<file path="src/hw/motor_pkg.sv">
/*
 * Motor side definitions: channel count, UART bit timing,
 * PWM width, drive command and servo position types
 */
package motor_pkg;

    localparam int NUM_MOTORS    = 4;    // Drive and servo channels each
    localparam int BAUD_DIVISION = 116;  // System clocks per UART bit
    localparam int PWM_W         = 8;    // 256 clock PWM period

    // UART payload, sent LSB first so speed goes out before brake
    typedef struct packed {
        logic       brake;          // Bit 7
        logic       enable;
        logic       direction;
        logic [4:0] speed;          // Bits 4:0
    } drive_cmd_t;

    typedef logic [PWM_W-1:0] servo_pos_t;

endpackage

</file>
<file path="src/hw/reg_map_pkg.sv">
/*
 * Register map: address and data types, SPI command byte layout,
 * fixed register addresses, status control bits, register request
 */
package reg_map_pkg;

    localparam int ADDR_W        = 6;   // 64 entry register space
    localparam int DATA_W        = 8;   // One byte per register
    localparam int SPI_WRITE_BIT = 7;   // Write flag in the command byte

    typedef logic [ADDR_W-1:0] reg_addr_t;
    typedef logic [DATA_W-1:0] reg_data_t;

    localparam reg_addr_t ADDR_DRIVE_BASE = 6'h00;  // Drive commands, 0x00..0x03
    localparam reg_addr_t ADDR_SERVO_BASE = 6'h10;  // Servo positions, 0x10..0x13
    localparam reg_addr_t ADDR_FAULT      = 6'h20;  // Read only, faults in low nibble
    localparam reg_addr_t ADDR_STATUS     = 6'h21;  // LED control

    typedef struct packed {
        logic       pi_connected;   // Orange Pi link LED
        logic       ps4_connected;  // Controller link LED
        logic       led_test;       // Force all LEDs on
        logic [4:0] reserved;
    } status_ctrl_t;

    typedef struct packed {
        logic      wr_en;           // Single cycle strobe
        logic      rd_en;           // Single cycle strobe
        reg_addr_t addr;
        reg_data_t wdata;
    } reg_req_t;

endpackage

</file>
<file path="src/hw/drive_uart_tx.sv">
/*
 * 8N1 UART transmitter for one drive motor, one frame per
 * cmd_valid, credit returned when the stop bit ends
 */
`timescale 1ns/10ps

module drive_uart_tx (
    input  logic                  clock,
    input  logic                  arst_n,
    input  motor_pkg::drive_cmd_t cmd,
    input  logic                  cmd_valid,
    output logic                  credit,
    output logic                  uart_tx
);
    import motor_pkg::*;

    logic                               busy;       // Frame in flight
    logic [$clog2(BAUD_DIVISION)-1:0]   baud_cnt;
    logic [3:0]                         bit_cnt;    // 0 start, 1..8 data, 9 stop
    logic [$bits(drive_cmd_t):0]        frame;      // Remaining data plus stop
    logic                               baud_tick;

    assign baud_tick = (baud_cnt == $bits(baud_cnt)'(BAUD_DIVISION - 1));

    always_ff @(posedge clock or negedge arst_n) begin
        if (!arst_n) begin
            busy     <= 1'b0;
            baud_cnt <= '0;
            bit_cnt  <= '0;
            credit   <= 1'b0;
            uart_tx  <= 1'b1;                   // Line idles high
        end else begin
            credit <= 1'b0;
            if (!busy) begin
                if (cmd_valid) begin
                    busy     <= 1'b1;
                    baud_cnt <= '0;
                    bit_cnt  <= '0;
                    uart_tx  <= 1'b0;           // Start bit
                end
            end else if (baud_tick) begin
                baud_cnt <= '0;
                if (bit_cnt == 4'd9) begin
                    busy   <= 1'b0;             // Stop bit done
                    credit <= 1'b1;
                end else begin
                    uart_tx <= frame[0];
                    bit_cnt <= bit_cnt + 4'd1;
                end
            end else begin
                baud_cnt <= baud_cnt + 1'b1;
            end
        end
    end

    // LSB first, ones shift in behind the stop bit
    always_ff @(posedge clock) begin
        if (!busy && cmd_valid)
            frame <= {1'b1, cmd};
        else if (busy && baud_tick)
            frame <= {1'b1, frame[$bits(drive_cmd_t):1]};
    end

endmodule

</file>
<file path="src/hw/motor_ctrl_top.sv">
/*
 * Motor command subsystem top: SPI target, register file,
 * drive UARTs and servo PWMs
 */
`timescale 1ns/10ps

module motor_ctrl_top (
    input  logic                              clock,
    input  logic                              arst_n,
    input  logic                              spi_clock,
    input  logic                              cs_n,
    input  logic                              mosi,
    output logic                              miso,
    input  logic [3:0]                        fault,
    output logic [motor_pkg::NUM_MOTORS-1:0]  sd_uart,
    output logic [motor_pkg::NUM_MOTORS-1:0]  servo_pwm,
    output logic                              status_fault,
    output logic                              status_pi,
    output logic                              status_ps4
);
    import reg_map_pkg::*;
    import motor_pkg::*;

    reg_req_t              req;                     // SPI to register file
    reg_data_t             rdata;
    drive_cmd_t            drive_cmd [NUM_MOTORS];
    logic [NUM_MOTORS-1:0] cmd_valid;
    logic [NUM_MOTORS-1:0] credit;
    servo_pos_t            servo_pos [NUM_MOTORS];

    ////////////////////
    // Host side
    ////////////////////
    spi_target u_spi (
        .clock     (clock),
        .arst_n    (arst_n),
        .spi_clock (spi_clock),
        .cs_n      (cs_n),
        .mosi      (mosi),
        .miso      (miso),
        .req       (req),
        .rdata     (rdata)
    );

    reg_file u_regs (
        .clock        (clock),
        .arst_n       (arst_n),
        .req          (req),
        .rdata        (rdata),
        .fault        (fault),
        .cmd          (drive_cmd),
        .cmd_valid    (cmd_valid),
        .credit       (credit),
        .servo_pos    (servo_pos),
        .status_fault (status_fault),
        .status_pi    (status_pi),
        .status_ps4   (status_ps4)
    );

    ////////////////////
    // Motor side
    ////////////////////
    for (genvar i = 0; i < NUM_MOTORS; i++) begin : g_drive
        drive_uart_tx u_uart (
            .clock     (clock),
            .arst_n    (arst_n),
            .cmd       (drive_cmd[i]),
            .cmd_valid (cmd_valid[i]),
            .credit    (credit[i]),             // Back to the register file
            .uart_tx   (sd_uart[i])
        );
    end

    for (genvar i = 0; i < NUM_MOTORS; i++) begin : g_servo
        servo_pwm u_pwm (
            .clock      (clock),
            .arst_n     (arst_n),
            .position   (servo_pos[i]),
            .pwm_signal (servo_pwm[i])
        );
    end

endmodule

</file>
<file path="src/hw/reg_file.sv">
/*
 * Register file: address decode, drive/servo/status storage,
 * credit based drive command issue and status LED drive
 */
`timescale 1ns/10ps

module reg_file (
    input  logic                                clock,
    input  logic                                arst_n,
    input  reg_map_pkg::reg_req_t               req,
    output reg_map_pkg::reg_data_t              rdata,
    input  logic [3:0]                          fault,
    output motor_pkg::drive_cmd_t               cmd [motor_pkg::NUM_MOTORS],
    output logic [motor_pkg::NUM_MOTORS-1:0]    cmd_valid,
    input  logic [motor_pkg::NUM_MOTORS-1:0]    credit,
    output motor_pkg::servo_pos_t               servo_pos [motor_pkg::NUM_MOTORS],
    output logic                                status_fault,
    output logic                                status_pi,
    output logic                                status_ps4
);
    import reg_map_pkg::*;
    import motor_pkg::*;

    drive_cmd_t            drive_reg [NUM_MOTORS];
    servo_pos_t            servo_reg [NUM_MOTORS];
    status_ctrl_t          status_reg;
    logic [NUM_MOTORS-1:0] drive_wr;        // Write hit per drive channel
    logic [NUM_MOTORS-1:0] pending;         // Unsent command waiting
    logic [NUM_MOTORS-1:0] credit_held;     // UART ready for one frame
    logic [NUM_MOTORS-1:0] issue;
    reg_data_t             rd_mux;

    ////////////////////
    // Decode and storage
    ////////////////////
    always_comb begin
        for (int i = 0; i < NUM_MOTORS; i++) begin
            drive_wr[i] = req.wr_en && (req.addr == ADDR_DRIVE_BASE + reg_addr_t'(i));
        end
    end

    always_ff @(posedge clock or negedge arst_n) begin
        if (!arst_n) begin
            for (int i = 0; i < NUM_MOTORS; i++) begin
                drive_reg[i] <= '0;
                servo_reg[i] <= '0;             // Servos start at zero duty
            end
            status_reg <= '0;
        end else if (req.wr_en) begin
            for (int i = 0; i < NUM_MOTORS; i++) begin
                if (drive_wr[i])
                    drive_reg[i] <= drive_cmd_t'(req.wdata);
                if (req.addr == ADDR_SERVO_BASE + reg_addr_t'(i))
                    servo_reg[i] <= req.wdata;
            end
            if (req.addr == ADDR_STATUS)
                status_reg <= status_ctrl_t'(req.wdata);
        end
    end

    ////////////////////
    // Credit tracking
    ////////////////////
    assign issue = pending & credit_held;

    always_ff @(posedge clock or negedge arst_n) begin
        if (!arst_n) begin
            pending     <= '0;
            credit_held <= '1;                  // One credit per channel
            cmd_valid   <= '0;
        end else begin
            pending     <= (pending & ~issue) | drive_wr;   // Late write re-arms
            credit_held <= (credit_held & ~issue) | credit;
            cmd_valid   <= issue;
        end
    end

    assign cmd       = drive_reg;               // Newest value always on cmd
    assign servo_pos = servo_reg;

    ////////////////////
    // Read path
    ////////////////////
    always_comb begin
        rd_mux = '0;                            // Unmapped reads zero
        for (int i = 0; i < NUM_MOTORS; i++) begin
            if (req.addr == ADDR_DRIVE_BASE + reg_addr_t'(i))
                rd_mux = reg_data_t'(drive_reg[i]);
            if (req.addr == ADDR_SERVO_BASE + reg_addr_t'(i))
                rd_mux = servo_reg[i];
        end
        if (req.addr == ADDR_FAULT)
            rd_mux = reg_data_t'(fault);        // Low nibble
        if (req.addr == ADDR_STATUS)
            rd_mux = reg_data_t'(status_reg);
    end

    always_ff @(posedge clock) begin
        if (req.rd_en)
            rdata <= rd_mux;                    // Held until next read
    end

    // LED test lights everything
    assign status_fault = status_reg.led_test | (|fault);
    assign status_pi    = status_reg.led_test | status_reg.pi_connected;
    assign status_ps4   = status_reg.led_test | status_reg.ps4_connected;

endmodule

</file>
<file path="src/hw/servo_pwm.sv">
/*
 * Servo PWM, free running 256 clock period,
 * duty ratio latched at counter wrap
 */
`timescale 1ns/10ps

module servo_pwm (
    input  logic                  clock,
    input  logic                  arst_n,
    input  motor_pkg::servo_pos_t position,
    output logic                  pwm_signal
);
    import motor_pkg::*;

    logic [PWM_W-1:0] counter;
    servo_pos_t       ratio;            // Duty for the current period

    always_ff @(posedge clock or negedge arst_n) begin
        if (!arst_n) begin
            counter <= '0;
            ratio   <= '0;              // Output low out of reset
        end else begin
            counter <= counter + 1'b1;
            if (counter == '1)
                ratio <= position;      // New duty from next period
        end
    end

    // High for ratio clocks, zero gives constant low
    assign pwm_signal = (counter < ratio);

endmodule

</file>
<file path="src/hw/spi_target.sv">
/*
 * SPI mode-0 target, oversampled by the system clock.
 * Two byte transactions: command byte then data byte.
 */
`timescale 1ns/10ps

module spi_target (
    input  logic                   clock,
    input  logic                   arst_n,
    input  logic                   spi_clock,
    input  logic                   cs_n,
    input  logic                   mosi,
    output logic                   miso,
    output reg_map_pkg::reg_req_t  req,
    input  reg_map_pkg::reg_data_t rdata
);
    import reg_map_pkg::*;

    logic [2:0] sclk_sync;      // Two sync stages plus edge history
    logic [1:0] cs_sync;
    logic [1:0] mosi_sync;
    logic       sclk_rise;
    logic       sclk_fall;
    logic       cs_active;
    logic [3:0] bit_cnt;        // Rising edges seen in this transaction
    reg_data_t  shift_in;
    reg_data_t  byte_in;        // Shift register with the current bit
    logic       cmd_write;      // Latched write flag
    reg_addr_t  addr_q;
    reg_data_t  wdata_q;
    logic       wr_en_q;
    logic       rd_en_q;
    logic       rd_load;        // rdata valid this cycle
    reg_data_t  tx_shift;       // Read data going out on miso

    ////////////////////
    // Synchronizers
    ////////////////////
    always_ff @(posedge clock or negedge arst_n) begin
        if (!arst_n) begin
            sclk_sync <= '0;
            cs_sync   <= '1;            // Deselected
            mosi_sync <= '0;
        end else begin
            sclk_sync <= {sclk_sync[1:0], spi_clock};
            cs_sync   <= {cs_sync[0], cs_n};
            mosi_sync <= {mosi_sync[0], mosi};
        end
    end

    assign sclk_rise = sclk_sync[1] & ~sclk_sync[2];
    assign sclk_fall = ~sclk_sync[1] & sclk_sync[2];
    assign cs_active = ~cs_sync[1];
    assign byte_in   = {shift_in[DATA_W-2:0], mosi_sync[1]};

    ////////////////////
    // Bit count and requests
    ////////////////////
    always_ff @(posedge clock or negedge arst_n) begin
        if (!arst_n) begin
            bit_cnt   <= '0;
            cmd_write <= 1'b0;
            wr_en_q   <= 1'b0;
            rd_en_q   <= 1'b0;
            rd_load   <= 1'b0;
        end else begin
            wr_en_q <= 1'b0;            // Strobes last one clock
            rd_en_q <= 1'b0;
            rd_load <= rd_en_q;
            if (!cs_active) begin
                bit_cnt <= '0;          // Frame restarts on deselect
            end else if (sclk_rise) begin
                bit_cnt <= bit_cnt + 4'd1;
                if (bit_cnt == 4'd7) begin
                    cmd_write <= byte_in[SPI_WRITE_BIT];
                    rd_en_q   <= ~byte_in[SPI_WRITE_BIT];  // Early, before data byte
                end
                if (bit_cnt == 4'd15)
                    wr_en_q <= cmd_write;                  // After 16th edge
            end
        end
    end

    always_ff @(posedge clock) begin
        if (cs_active && sclk_rise) begin
            shift_in <= byte_in;
            if (bit_cnt == 4'd7)
                addr_q <= byte_in[ADDR_W-1:0];
            if (bit_cnt == 4'd15)
                wdata_q <= byte_in;
        end
    end

    assign req = '{wr_en: wr_en_q, rd_en: rd_en_q, addr: addr_q, wdata: wdata_q};

    ////////////////////
    // Read data out
    ////////////////////
    always_ff @(posedge clock) begin
        if (rd_load)
            tx_shift <= rdata;
        else if (cs_active && sclk_rise && bit_cnt == 4'd7)
            tx_shift <= '0;             // Writes return zeros
        else if (cs_active && sclk_fall && bit_cnt[3])
            tx_shift <= {tx_shift[DATA_W-2:0], 1'b0};
    end

    // MSB goes out on the falling edge closing the command byte
    always_ff @(posedge clock or negedge arst_n) begin
        if (!arst_n)
            miso <= 1'b0;
        else if (!cs_active)
            miso <= 1'b0;
        else if (sclk_fall && bit_cnt[3])
            miso <= tx_shift[DATA_W-1];
    end

endmodule

</file>
<file path="config.mk">
export PLATFORM = sky130hd
export DESIGN_NAME = motor_ctrl_top
export DESIGN_NICKNAME = d
export VERILOG_FILES = /design/src/hw/motor_pkg.sv /design/src/hw/reg_map_pkg.sv /design/src/hw/drive_uart_tx.sv /design/src/hw/motor_ctrl_top.sv /design/src/hw/reg_file.sv /design/src/hw/servo_pwm.sv /design/src/hw/spi_target.sv
export SDC_FILE = /design/constraint.sdc
export NUM_CORES = 1
export LEC_CHECK = 0
export BUFFER_PORTS_ARGS = -buffer_cell sky130_fd_sc_hd__buf_2
export CAP_MARGIN = 20
export CORE_MARGIN = 1.5
export CORE_UTILIZATION = 45
export DETAILED_ROUTE_END_ITERATION = 8
export PLACE_DENSITY = 0.69
export SLEW_MARGIN = 10
export SYNTH_ARGS = -nofsm -noshare
export SYNTH_HDL_FRONTEND = slang
export SYNTH_SLANG_ARGS = --single-unit
export TNS_END_PERCENT = 1
</file>
<file path="constraint.sdc">
create_clock -name clock -period 2.8 [get_ports clock]
set_input_delay 0.14 -clock clock [delete_from_list [all_inputs] [get_ports clock]]
set_output_delay 0.14 -clock clock [all_outputs]
set_load 0.03 [all_outputs]
</file>
=== Word level (Yosys, flattened, before mapping) ===
Cells that the tools add are included.

* Add/subtract/negate cells: 13
* Magnitude comparators: 4
* Eq/ne operators: 31
* Muxes and demuxes: 103
* Bitwise gates (word level): 15
* Reduce and logical (&&, ||, !) cells: 50

{| class="wikitable"
|+ Operators with widths
! cell !! number
|-
| 8-bit 2-to-1 mux || 21
|-
| 7-bit 2-to-1 mux || 12
|-
| 4-bit 2-to-1 mux || 18
|-
| 1-bit 2-to-1 mux || 52
|-
| 8-bit by 1-bit adder with 8-bit output (second input constant) || 4
|-
| 8-bit equality test (second input constant) || 4
|-
| 8-bit less-than comparator || 4
|-
| 7-bit by 1-bit adder with 7-bit output (second input constant) || 4
|-
| 7-bit equality test (second input constant) || 4
|-
| 6-bit by 5-bit equality test with 1-bit output (second input constant) || 4
|-
| 2-bit AND reduction || 11
|-
| 4-bit by 1-bit adder with 4-bit output (second input constant) || 5
|-
| 4-bit equality test (second input constant) || 5
|-
| 2-bit nonzero test || 10
|-
| 1-bit logical AND || 17
|-
| 2-bit != test (second input constant) || 8
|-
| 3-bit AND reduction || 5
|-
| 4-bit AND || 3
|-
| 6-bit by 2-bit equality test with 1-bit output (second input constant) || 2
|-
| 6-bit equality test (second input constant) || 2
|-
| 4-bit bitwise OR || 2
|-
| 6-bit by 1-bit equality test with 1-bit output (second input constant) || 1
|-
| 6-bit zero test || 1
|-
| 4-bit by 3-bit equality test with 1-bit output (second input constant) || 1
|-
| other kinds (7) || 16
|}

* Flip-flop bits (word level): 289
* Output and inout port bits: 12

=== Depth between registers and ports, before layout ===
Gate-level depths: netlist (run 1).

* Depth in word-level cells: 11
* Depth in mapped cells: 8
* Mapped depth without buffers: 6

=== Hierarchy ===
From an unflattened synthesis (run 1), not the netlist that was laid out.

* Cell total of the unflattened synthesis: 1074
* Area, all modules: 13660.6 µm²

{| class="wikitable"
|+ By module, submodules not included
! module !! times used !! cells an instance !! area each (µm²)
|-
| drive_uart_tx || 4 || 99 || 1147.4
|-
| reg_file || 1 || 307 || 4072.7
|-
| servo_pwm || 4 || 68 || 848.3
|-
| spi_target || 1 || 99 || 1605.3
|}

=== Worst setup path before layout (run 1) ===
OpenSTA, ideal clock, no wires.

* Path kind: register -> register
* From: register g_drive[3].u_uart.baud_cnt[0]
* To: register g_drive[3].u_uart.frame[0], enable pin
* Library setup time: 0.373 ns
* Arrival: 1.823 ns
* Required time: 2.427 ns
* Path slack: 0.604 ns
* Stages on the path, launching flop included: 5
* Buffers on the path: 0
* Cell sequence: dfrtp_1 > ha_1 > nand2_1 > o41ai_1 > nor2b_1

* Cells in the longest elaborated chain, start to end: 3

{| class="wikitable"
|+ Ends and longest elaborated chain
! item !! RTL line !! text
|-
| from (decl) || drive_uart_tx.sv:18 || <nowiki>logic [$clog2(BAUD_DIVISION)-1:0] baud_cnt;</nowiki>
|-
| from (signal assigned) || drive_uart_tx.sv:51 || <nowiki>baud_cnt <= baud_cnt + 1'b1;</nowiki>
|-
| 7-bit equality test || drive_uart_tx.sv:23 || <nowiki>assign baud_tick = (baud_cnt == $bits(baud_cnt)'(BAUD_DIVISION - 1));</nowiki>
|-
| 1-bit logical AND || drive_uart_tx.sv:60 || <nowiki>else if (busy && baud_tick)</nowiki>
|-
| 2-bit nonzero test (no source line) || - ||
|-
| to (signal assigned) || drive_uart_tx.sv:59 || <nowiki>frame <= {1'b1, cmd};</nowiki>
|-
| to (signal assigned) || drive_uart_tx.sv:61 || <nowiki>frame <= {1'b1, frame[$bits(drive_cmd_t):1]};</nowiki>
|-
| to (decl) || drive_uart_tx.sv:20 || <nowiki>logic [$bits(drive_cmd_t):0] frame;</nowiki>
|}

No other way between the ends.
A chain may end at the register's enable or synchronous reset.

=== Worst setup path in the final report (run 1) ===
* From: register g_servo[2].u_pwm.counter[4]
* To: output servo_pwm[2] in the netlist's numbering

* Cells in the longest elaborated chain, start to end: 1

{| class="wikitable"
|+ Ends and longest elaborated chain
! item !! RTL line !! text
|-
| from (decl) || servo_pwm.sv:15 || <nowiki>logic [PWM_W-1:0] counter;</nowiki>
|-
| from (signal assigned) || servo_pwm.sv:23 || <nowiki>counter <= counter + 1'b1;</nowiki>
|-
| 8-bit less-than comparator || servo_pwm.sv:30 || <nowiki>assign pwm_signal = (counter < ratio);</nowiki>
|-
| to (decl) || motor_ctrl_top.sv:16 || <nowiki>output logic [motor_pkg::NUM_MOTORS-1:0] servo_pwm,</nowiki>
|}

No other way between the ends.

==> metrics, run 1 <==
outcome completed; Min-Delay Path Class input pin to flop; Worst Setup End Kind output port; Clock transition at path regs 60 ps; CP cell instances ha_1, a21o_1, a21oi_1, o21ai_0, a31oi_1, buf_2; critical path peak fanout 3; # rows 61; CTS H-tree depth 1; overall routing resource usage 17.9%; vias in the first global route 7959; Die Wd 172 µm; share of layout cells above drive strength 1 19.1%; worst vdd ir 473 µV; Initial Util 45.9%; asr flop ratio synth 76.1%; Synth cell types 51; Root Buffer clkbuf_16; Final ANT Viol Nets 0; Bufs on Longest Clock Path 3; post-CTS sizing 0; delay-heaviest family, CP compound AO/OA/AOI/OAI gates; FF+latch count, synth 289; Final Hold Fails 0; Final Net Count 1156; initial antenna violation count 0; Final setup viols 0; Leak 0.00624 µW; vias per inst 5.26; largest net degree at the start of global routing 85; WL per Instance 16.6 µm; drt total wl 24900 µm; setup TNS 0 ps; worst-skew pair later-pin latency 540 ps; area delta synth->final 12.6%; Fill cells 2406; GP Congestion 0.908; first-pass GRT wire length 41800 µm; TritonCTS Buffers 30; post-synthesis sequential area ratio 59.3%; DRT Pass-1 Iters 5; final slew viol count 0; Final HPWL DP 16700 µm; post-route clock period utilization 81.3%; Synth Flop Type dfrtp_1; fin util 51.7%; RSZ-0062 raised after global routing false; Die H 172 µm; CP max stage delay 410 ps; CP arrival 2140 ps; grt total ovfl 0; Worst-Margin Slew 971 ps; Syn Inst Count 1058; full die area 29500 µm²; worst hold margin 47.5 ps; Slowest-stage cell, CP dfrtp_1; # diodes 0; Max Freq 0.439 GHz; WP data required 2660 ps; pwr dens 569 nW/µm²; DR iter-0 viols 532; dpl ws 624 ps; Post-synth EDFFs 69; port bufs 20; TritonCTS clock tree built; total core area 27900 µm²; via count 7916; Max Clock Skew 8.11 ps; Ys Warns 0; CP startpoint kind flop; commonest non-fill, non-tap cell in the layout dfrtp_1; crit path kind flop to output port; Remaining DRCs 0; Ports 21; critical path buffer and inverter count 1; setup ws final 523 ps; commonest cells after routing, fill and taps aside 210 x dfrtp_1, 114 x nand2_1, 107 x mux2_2; Synth Net Count 1112; Final min period 2280 ps; Syn Area/Cell 12.1 µm²; clock sink total 289; Synth Cell Area 12800 µm²; Slew Limit Headroom 34.7%; max cap viols 0
[metal layers]
metal | part of all wire (%) | global-route usage, %
met1 | 47 | 25.7
met2 | 46 | 28.1
met3 | 4.3 | 2.95
met4 | 2.4 | 4.77
met5 | 0 | 0
[synth_stat cells, types with 2 or more instances]
master | instances | area, µm²
a21o_1 | 16 | 120
a21oi_1 | 16 | 80.1
a221oi_1 | 2 | 17.5
a222oi_1 | 3 | 30.0
a22o_1 | 14 | 123
a22oi_1 | 4 | 30.0
a31oi_1 | 8 | 50.1
a32oi_1 | 2 | 17.5
and2_1 | 8 | 50.1
and3_1 | 12 | 75.1
and4_1 | 2 | 17.5
buf_1 | 4 | 15.0
buf_2 | 7 | 35.0
buf_4 | 8 | 60.1
clkbuf_1 | 18 | 67.6
dfrtp_1 | 210 | 5260
dfstp_2 | 10 | 263
edfxtp_1 | 69 | 2070
ha_1 | 45 | 563
inv_1 | 44 | 165
mux2_2 | 107 | 1200
mux2i_1 | 20 | 200
nand2_1 | 114 | 428
nand2_2 | 2 | 12.5
nand2b_1 | 20 | 125
nand3_1 | 39 | 195
nand3b_1 | 10 | 75.1
nand4_1 | 13 | 81.3
nand4b_1 | 2 | 17.5
nor2_1 | 51 | 191
nor2b_1 | 17 | 106
nor3_1 | 5 | 25.0
nor3b_1 | 2 | 15.0
nor4_1 | 4 | 25.0
o21ai_0 | 91 | 455
o21bai_1 | 3 | 22.5
o221ai_1 | 2 | 17.5
o22ai_1 | 2 | 12.5
o31ai_1 | 3 | 22.5
o41ai_1 | 4 | 35.0
or2_2 | 2 | 12.5
xnor2_1 | 19 | 166
xor2_1 | 16 | 140
[final cells by class]
class                      count  area, µm²  area share, %
tap                          378        473           3.28
multi-input combinational    687       4850           33.7
sequential                   289       7590           52.7
clock inverter                 7       41.3          0.287
clock buffer                  49        913           6.34
inverter                      44        165           1.15
timing repair buffer          50        370           2.57
[worst register-to-register path, delay by kind of cell, from the launching register on]
family / cells / cell delay [ps]
buffers and inverters: 1 / 110
AOI/OAI and AO/OA: 2 / 220
and+or+nand+nor: 2 / 1020
DFF: 1 / 560
[metrics by stage]
step | total power [µW] | instances | instance area [µm²]
after floorplan | 4410 | 1058 | 12800
after global placement | 4490 | 1444 | 13400
after detailed placement | 4490 | 1444 | 13400
after CTS | 8310 | 1504 | 14400
after global routing | 8480 | 1504 | 14400
final | 8200 | 1504 | 14400
[cells by family (layout without fill, tap and decap cells)]
| kind of cell | Yosys count | in the layout | share of synthesized area [%] |
|---|---|---|---|
| muxes | 128 | 128 | 11.2 |
| and+or+nand+nor | 307 | 307 | 11.7 |
| DFF | 289 | 289 | 59.3 |
| AOI/OAI and AO/OA | 172 | 172 | 8.21 |
| buffers and inverters | 82 | 150 | 2.77 |
| adders and majority gates | 45 | 45 | 4.40 |
| xor gates and xnor gates | 35 | 35 | 2.40 |
[where the power goes]
part / switching, µW / internal, µW
combinational: 72.1 / 20.4
sequential: 7.61 / 4310
clock: 1570 / 2220
[repair_timing]
action                    in CTS  in global routing
hold buffers                   4                  0
buffers inserted               0                  0
hold endpoints to repair      82                  0
[worst paths after layout]
kind                            slack, ps  cells after the start                                  start                                        end
min in group asynchronous             190                      2                                 arst_n  g_drive[2].u_uart.baud_cnt[3]$_DFFE_PN0P_
worst min-delay path                   50                      3                               fault[1]                  u_regs.rdata[1]$_DFFE_PP_
worst max-delay path                  520                      6  g_servo[2].u_pwm.counter[4]$_DFF_PN0_                               servo_pwm[2]
worst max register to register        630                      5              u_spi.addr_q[4]$_DFFE_PP_                  u_regs.rdata[1]$_DFFE_PP_
max in group asynchronous            1750                      3                                 arst_n            u_regs.credit_held[3]$_DFF_PN1_
worst min register to register        350                      0           u_spi.mosi_sync[0]$_DFF_PN0_               u_spi.mosi_sync[1]$_DFF_PN0_
Power figures use the tool's default switching activity.
==> run 2: changes to the inputs <==
ABC_AREA = 1   (was default)
PLACE_DENSITY = 0.72   (was 0.69)
clock period = 1.9 ns   (was 2.8 ns; I/O delays follow)
==> run 2 against run 1 <==
The run now ends with negative setup slack left. Core utilization grew 0.67 points. Synthesized cell count grew 22%. Setup slack lost 680 ps. Sequential cell count is the same. Cell count grew 16%. Combinational power grew 57%. Non-clock buffer count grew 8. Global-route usage grew 0.12 points. Die area grew 0.29%. Sequential power grew 47%. Design area grew 1.6%. Critical path type unchanged. Largest power group unchanged.
==> metrics, run 2 <==
outcome complete, but fails checks; violated checks negative setup slack; Initial Util 45.9%; CP startpoint kind flop; vias in the first global route 8346; Worst Setup End Kind output port; Syn Inst Count 1288; Min-Delay Path Class input pin to asynchronous set/reset pin; Worst-Margin Slew 533 ps; Die Wd 172 µm; TritonCTS Buffers 30; RSZ-0062 raised after global routing true; Synth Flop Type dfrtp_1; Slowest-stage cell, CP dfrtp_1; Remaining DRCs 0; post-synth top area cell dfrtp_1; post-route clock period utilization 108%; worst-case reg-to-reg path depth 7; Clock transition at path regs 60 ps; critical path peak fanout 3; area of the multi-input gates 4580 µm²; CP arrival 1960 ps; clock sink total 289; WP data required 1800 ps; fin area 14600 µm²; DR iter-0 viols 727; full die area 29500 µm²; Final Net Count 1404; commonest non-fill, non-tap cell in the layout nand2_1; asr flop ratio synth 76.1%; setup ws final -152 ps; Synth Cell Area 12800 µm²; share of the synthesized area in the top cell type 41.0%; GP Congestion 0.889; crit path kind flop to output port; R2R setup slack 80 ps; Max Freq 0.487 GHz; port bufs 20; Ys Warns 0; top area cells in the synthesized netlist dfrtp_1 41%, edfxtp_1 16%, nand2_1 9.2%; Synth Net Count 1342; initial antenna violation count 0; CTS H-tree depth 1; Root Buffer clkbuf_16; DRT Pass-1 Iters 5; Post-synth top cells 315 x nand2_1, 210 x dfrtp_1, 135 x inv_1; Slew Limit Headroom 64.4%; Fill cells 2502; worst vdd ir 700 µV; worst hold margin 61.0 ps; commonest cells after routing, fill and taps aside 308 x nand2_1, 210 x dfrtp_1, 134 x inv_1; largest net degree at the start of global routing 62; CP cell instances ha_1, a21boi_1, o211ai_1, nand2_1, a21oi_2, buf_6; Max Clock Skew 9.72 ps; # rows 61; post-synthesis sequential area ratio 59.2%; overall routing resource usage 18.0%; Register Area 7590 µm²; final slew viol count 0; RR Endpoint u_regs.rdata[5]$_DFFE_PP_; Final Hold Fails 0; FF+latch count, synth 289; Leak 0.00642 µW; Final setup viols 4; total core area 27900 µm²; Post-DP Area 13500 µm²; worst-skew pair later-pin latency 550 ps; Final min period 2050 ps; Final ANT Viol Nets 0; Post-synth EDFFs 69; WL per Instance 14.6 µm; Die H 172 µm; TritonCTS clock tree built; Syn Area/Cell 9.96 µm²; share of layout cells above drive strength 1 11.9%; via count 8861; reg2reg start u_spi.addr_q[3]$_DFFE_PP_; Bufs on Longest Clock Path 3; Ports 21; max cap viols 0; pwr dens 837 nW/µm²; # diodes 0; Final HPWL DP 17700 µm; first-pass GRT wire length 42500 µm; CP max stage delay 400 ps; area delta synth->final 14.0%; drt total wl 25500 µm; vias per inst 5.06; grt total ovfl 0; Synth cell types 49; top-count cell post-synth nand2_1
-- run 2: cell count changes in the layout (fill, tap and decap cells not counted), sizes merged, moves of 13 or more --
cell	before	now
inv	44	138
xor2	16	33
nor2	51	90
a21oi	16	42
mux2i	20	0
a21o	16	1
nand2b	20	0
mux2	107	2
o21ai	91	113
nand4	13	26
nor2b	17	0
nand3	39	53
nand2	117	323
-- run 2: report_power, final --
group	internal (µW)	total [µW]	switching [µW]
sequential	6360	6360	9.36
combinational	37.8	145	108
clock	3370	5730	2360
total	9760	12200	2480
-- run 2: cell families after synthesis --
group           Yosys count  synth area share [%]
compound gates          213                  9.65
xor+xnor                 45                  3.07
fa+ha+maj                45                  4.39
buf+inv                 168                  5.53
flops                   289                  59.2
mux                       2                 0.176
simple gates            526                  18.0
-- run 2: worst max-delay path: cells and delay by family, from the launching register on --
| kind | cells | cell delay [ps] |
|---|---|---|
| fa+ha+maj | 1 | 270 |
| buf+inv | 1 | 150 |
| flops | 1 | 400 |
| simple gates | 1 | 100 |
| compound gates | 3 | 500 |
-- run 2: worst max path at each step --
stage / end / from
after global routing: servo_pwm[2] / g_servo[2].u_pwm.counter[1]$_DFF_PN0_
after detailed placement: u_spi.tx_shift[4]$_DFFE_PP_ / u_spi.bit_cnt[0]$_DFFE_PN0P_
after CTS: servo_pwm[2] / g_servo[2].u_pwm.counter[1]$_DFF_PN0_
after global placement: u_spi.tx_shift[4]$_DFFE_PP_ / u_spi.bit_cnt[0]$_DFFE_PN0P_
final: servo_pwm[2] / g_servo[2].u_pwm.counter[1]$_DFF_PN0_
after floorplan: u_spi.tx_shift[0]$_SDFFCE_PN0P_ / u_spi.sclk_sync[2]$_DFF_PN0_
-- run 2: per-layer routing --
layer | global-route usage [%] | wire, µm | up-vias
met2 | 28.7 | 11900 | 159
met3 | 2.70 | 1070 | 32
met5 | 0 | 0 | -
met1 | 26.3 | 12100 | 4265
li1 | - | - | 4405
met4 | 3.71 | 428 | 0
-- run 2: cell type report --
type | instances | area share (%)
Clock buffer | 41 | 5.76
Sequential cell | 289 | 51.9
Inverter | 140 | 3.70
Clock inverter | 14 | 0.855
Timing Repair Buffer | 58 | 3.24
Tap cell | 378 | 3.23
Multi-Input combinational cell | 831 | 31.3
-- run 2: repair_timing --
action / CTS / global route
hold buffers: 8 / 0
pin swaps: 0 / 3
setup endpoints to repair: 4 / 47
gates resized for setup: 11 / 13
buffers inserted: 0 / 1
endpoints found under the hold margin: 220 / 0
-- run 2: stage by stage --
stage | utilization, % | power [µW] | cells | TNS (ps) | worst slack [ps]
4_1_cts | 52.2 | 12400 | 1750 | -553 | -174
3_3_place_gp | 48.3 | 6620 | 1687 | 0 | 90.6
3_5_place_dp | 48.3 | 6620 | 1687 | 0 | 13.6
6_report | 52.4 | 12200 | 1751 | -446 | -152
2_1_floorplan | - | 6490 | 1288 | -2240 | -162
5_1_grt | 52.4 | 12600 | 1751 | -964 | -282
==> run 3: changes to the inputs <==
CORE_MARGIN = 3   (was 1.5)
==> run 3 against run 2 <==
The flow still finishes with violations (negative setup slack). Sequential share of layout area shrank 0.89 points. Clock skew is 1.1 ps lower. Core utilization is 0.91 points higher. Critical endpoint unchanged. Largest cell class unchanged. Total power rose by 7.4%. Combinational power is essentially flat. Routed wire length rose by 1.8%. Via count up 1.1%.
==> metrics, run 3 (synthesized netlist as in run 2, its figures left out) <==
TritonCTS Buffers 30; Min-Delay Path Class input pin to asynchronous set/reset pin; post-route clock period utilization 106%; Final Hold Fails 0; commonest non-fill, non-tap cell in the layout nand2_1; WP data required 1800 ps; Max Freq 0.498 GHz; Ports 21; full die area 30600 µm²; Slew Limit Headroom 59.1%; max cap viols 0; Post-DP Area 13500 µm²; Final Net Count 1410; Final setup viols 4; Final min period 2010 ps; port bufs 20; violated checks negative setup slack; setup TNS -350 ps; share of layout cells above drive strength 1 13.3%; largest net degree at the start of global routing 65; overall routing resource usage 17.4%; RSZ-0062 raised after global routing true; grt total ovfl 0; drt total wl 25900 µm; WL per Instance 14.8 µm; outcome complete, but fails checks; Tot Pwr 13100 µW; Initial Util 45.9%; GP Congestion 0.873; crit path kind flop to output port; fin util 53.3%; Remaining DRCs 0; TritonCTS clock tree built; Bufs on Longest Clock Path 3; Clock transition at path regs 60 ps; fin area 14900 µm²; Die H 175 µm; Root Buffer clkbuf_16; # diodes 0; Final HPWL DP 18000 µm; Die Wd 175 µm; worst vdd ir 845 µV; pwr dens 883 nW/µm²; CTS H-tree depth 1; area delta synth->final 16.0%; Leak 0.00653 µW; commonest cells after routing, fill and taps aside 307 x nand2_1, 210 x dfrtp_1, 134 x inv_1; DR iter-0 viols 634; worst-skew pair later-pin latency 550 ps; CP startpoint kind flop; clock sink total 289; critical path peak fanout 2; total core area 27900 µm²; first-pass GRT wire length 44300 µm; DRT Pass-1 Iters 5; dpl ws -16.4 ps; Worst Setup End Kind output port; CP arrival 1910 ps; Worst-Margin Slew 614 ps; vias per inst 5.10; final slew viol count 0; Final ANT Viol Nets 0; initial antenna violation count 0; Max Clock Skew 8.58 ps; setup ws final -107 ps; via count 8959; # rows 61; vias in the first global route 9064
run 3: cell count changes in the layout (fill, tap and decap cells not counted), moves of 2 or more:
cell        before  now
clkinvlp_4       0    4
clkinv_2         6    4
clkbuf_1         7    2
clkbuf_8         3    5
bufinv_16        2    7
ha_1            45   43
buf_4           28   34
clkinv_1         6    2
run 3: layout make-up:
class,instances,area (µm²)
Fill cell,2451,13100
Sequential cell,289,7590
Multi-Input combinational cell,831,4600
Clock buffer,39,877
Inverter,140,542
Timing Repair Buffer,64,519
Tap cell,378,473
Clock inverter,17,278
run 3: layer usage:
| layer | vias to the layer above | track usage, % | share of wire [%] |
|---|---|---|---|
| li1 | 4419 | - | - |
| met1 | 4321 | 24.7 | 47 |
| met2 | 172 | 28.2 | 47 |
| met3 | 47 | 2.50 | 4.1 |
| met4 | 0 | 4.55 | 2.2 |
| met5 | - | 0 | 0 |
run 3: critical path: stages (launching register included):
cell and delay, ps:
dfrtp_1 370, inv_2 80, ha_4 200, a21boi_1 120, o211ai_1 160, nand2_1 100
a21oi_2 180, buf_6 150
run 3: power by group:
group / internal [µW] / leakage, µW / switching, µW
registers: 6350 / 0.00354 / 9.45
logic: 37.7 / 0.00243 / 107
clock network: 4210 / 0.000556 / 2430
total: 10600 / 0.00653 / 2550
run 3: timing repair:
item,4_1_cts,5_1_grt
resized for setup,13,17
setup buffers,1,3
pin swaps,2,6
endpoints found under the hold margin,219,0
endpoints found under the setup margin,14,57
hold buffers,8,0
run 3: path summary, 6_finish.rpt:
path                                                  startpoint                                        to  slack [ps]  depth (start not counted)
setup reg to reg                       u_spi.addr_q[0]$_DFFE_PP_                 u_regs.rdata[6]$_DFFE_PP_          80                          9
hold / removal                                            arst_n  g_drive[1].u_uart.bit_cnt[1]$_DFFE_PN0P_          70                          2
max in group asynchronous                                 arst_n     g_drive[3].u_uart.uart_tx$_DFFE_PN1P_        1120                          3
hold reg to reg                     u_spi.mosi_sync[0]$_DFF_PN0_              u_spi.mosi_sync[1]$_DFF_PN0_         350                          0
setup / recovery           g_servo[2].u_pwm.ratio[1]$_DFFE_PN0N_                              servo_pwm[2]        -110                          7
min in group clock                                          cs_n                u_spi.cs_sync[0]$_DFF_PN1_         190                          2
run 3: metrics by stage:
step                hold slack [ps]  instances
finish                         70.8       1758
detailed placement             50.8       1690
floorplan                      -201       1288
CTS                            76.7       1755
global route                   91.5       1758
global placement               48.7       1690
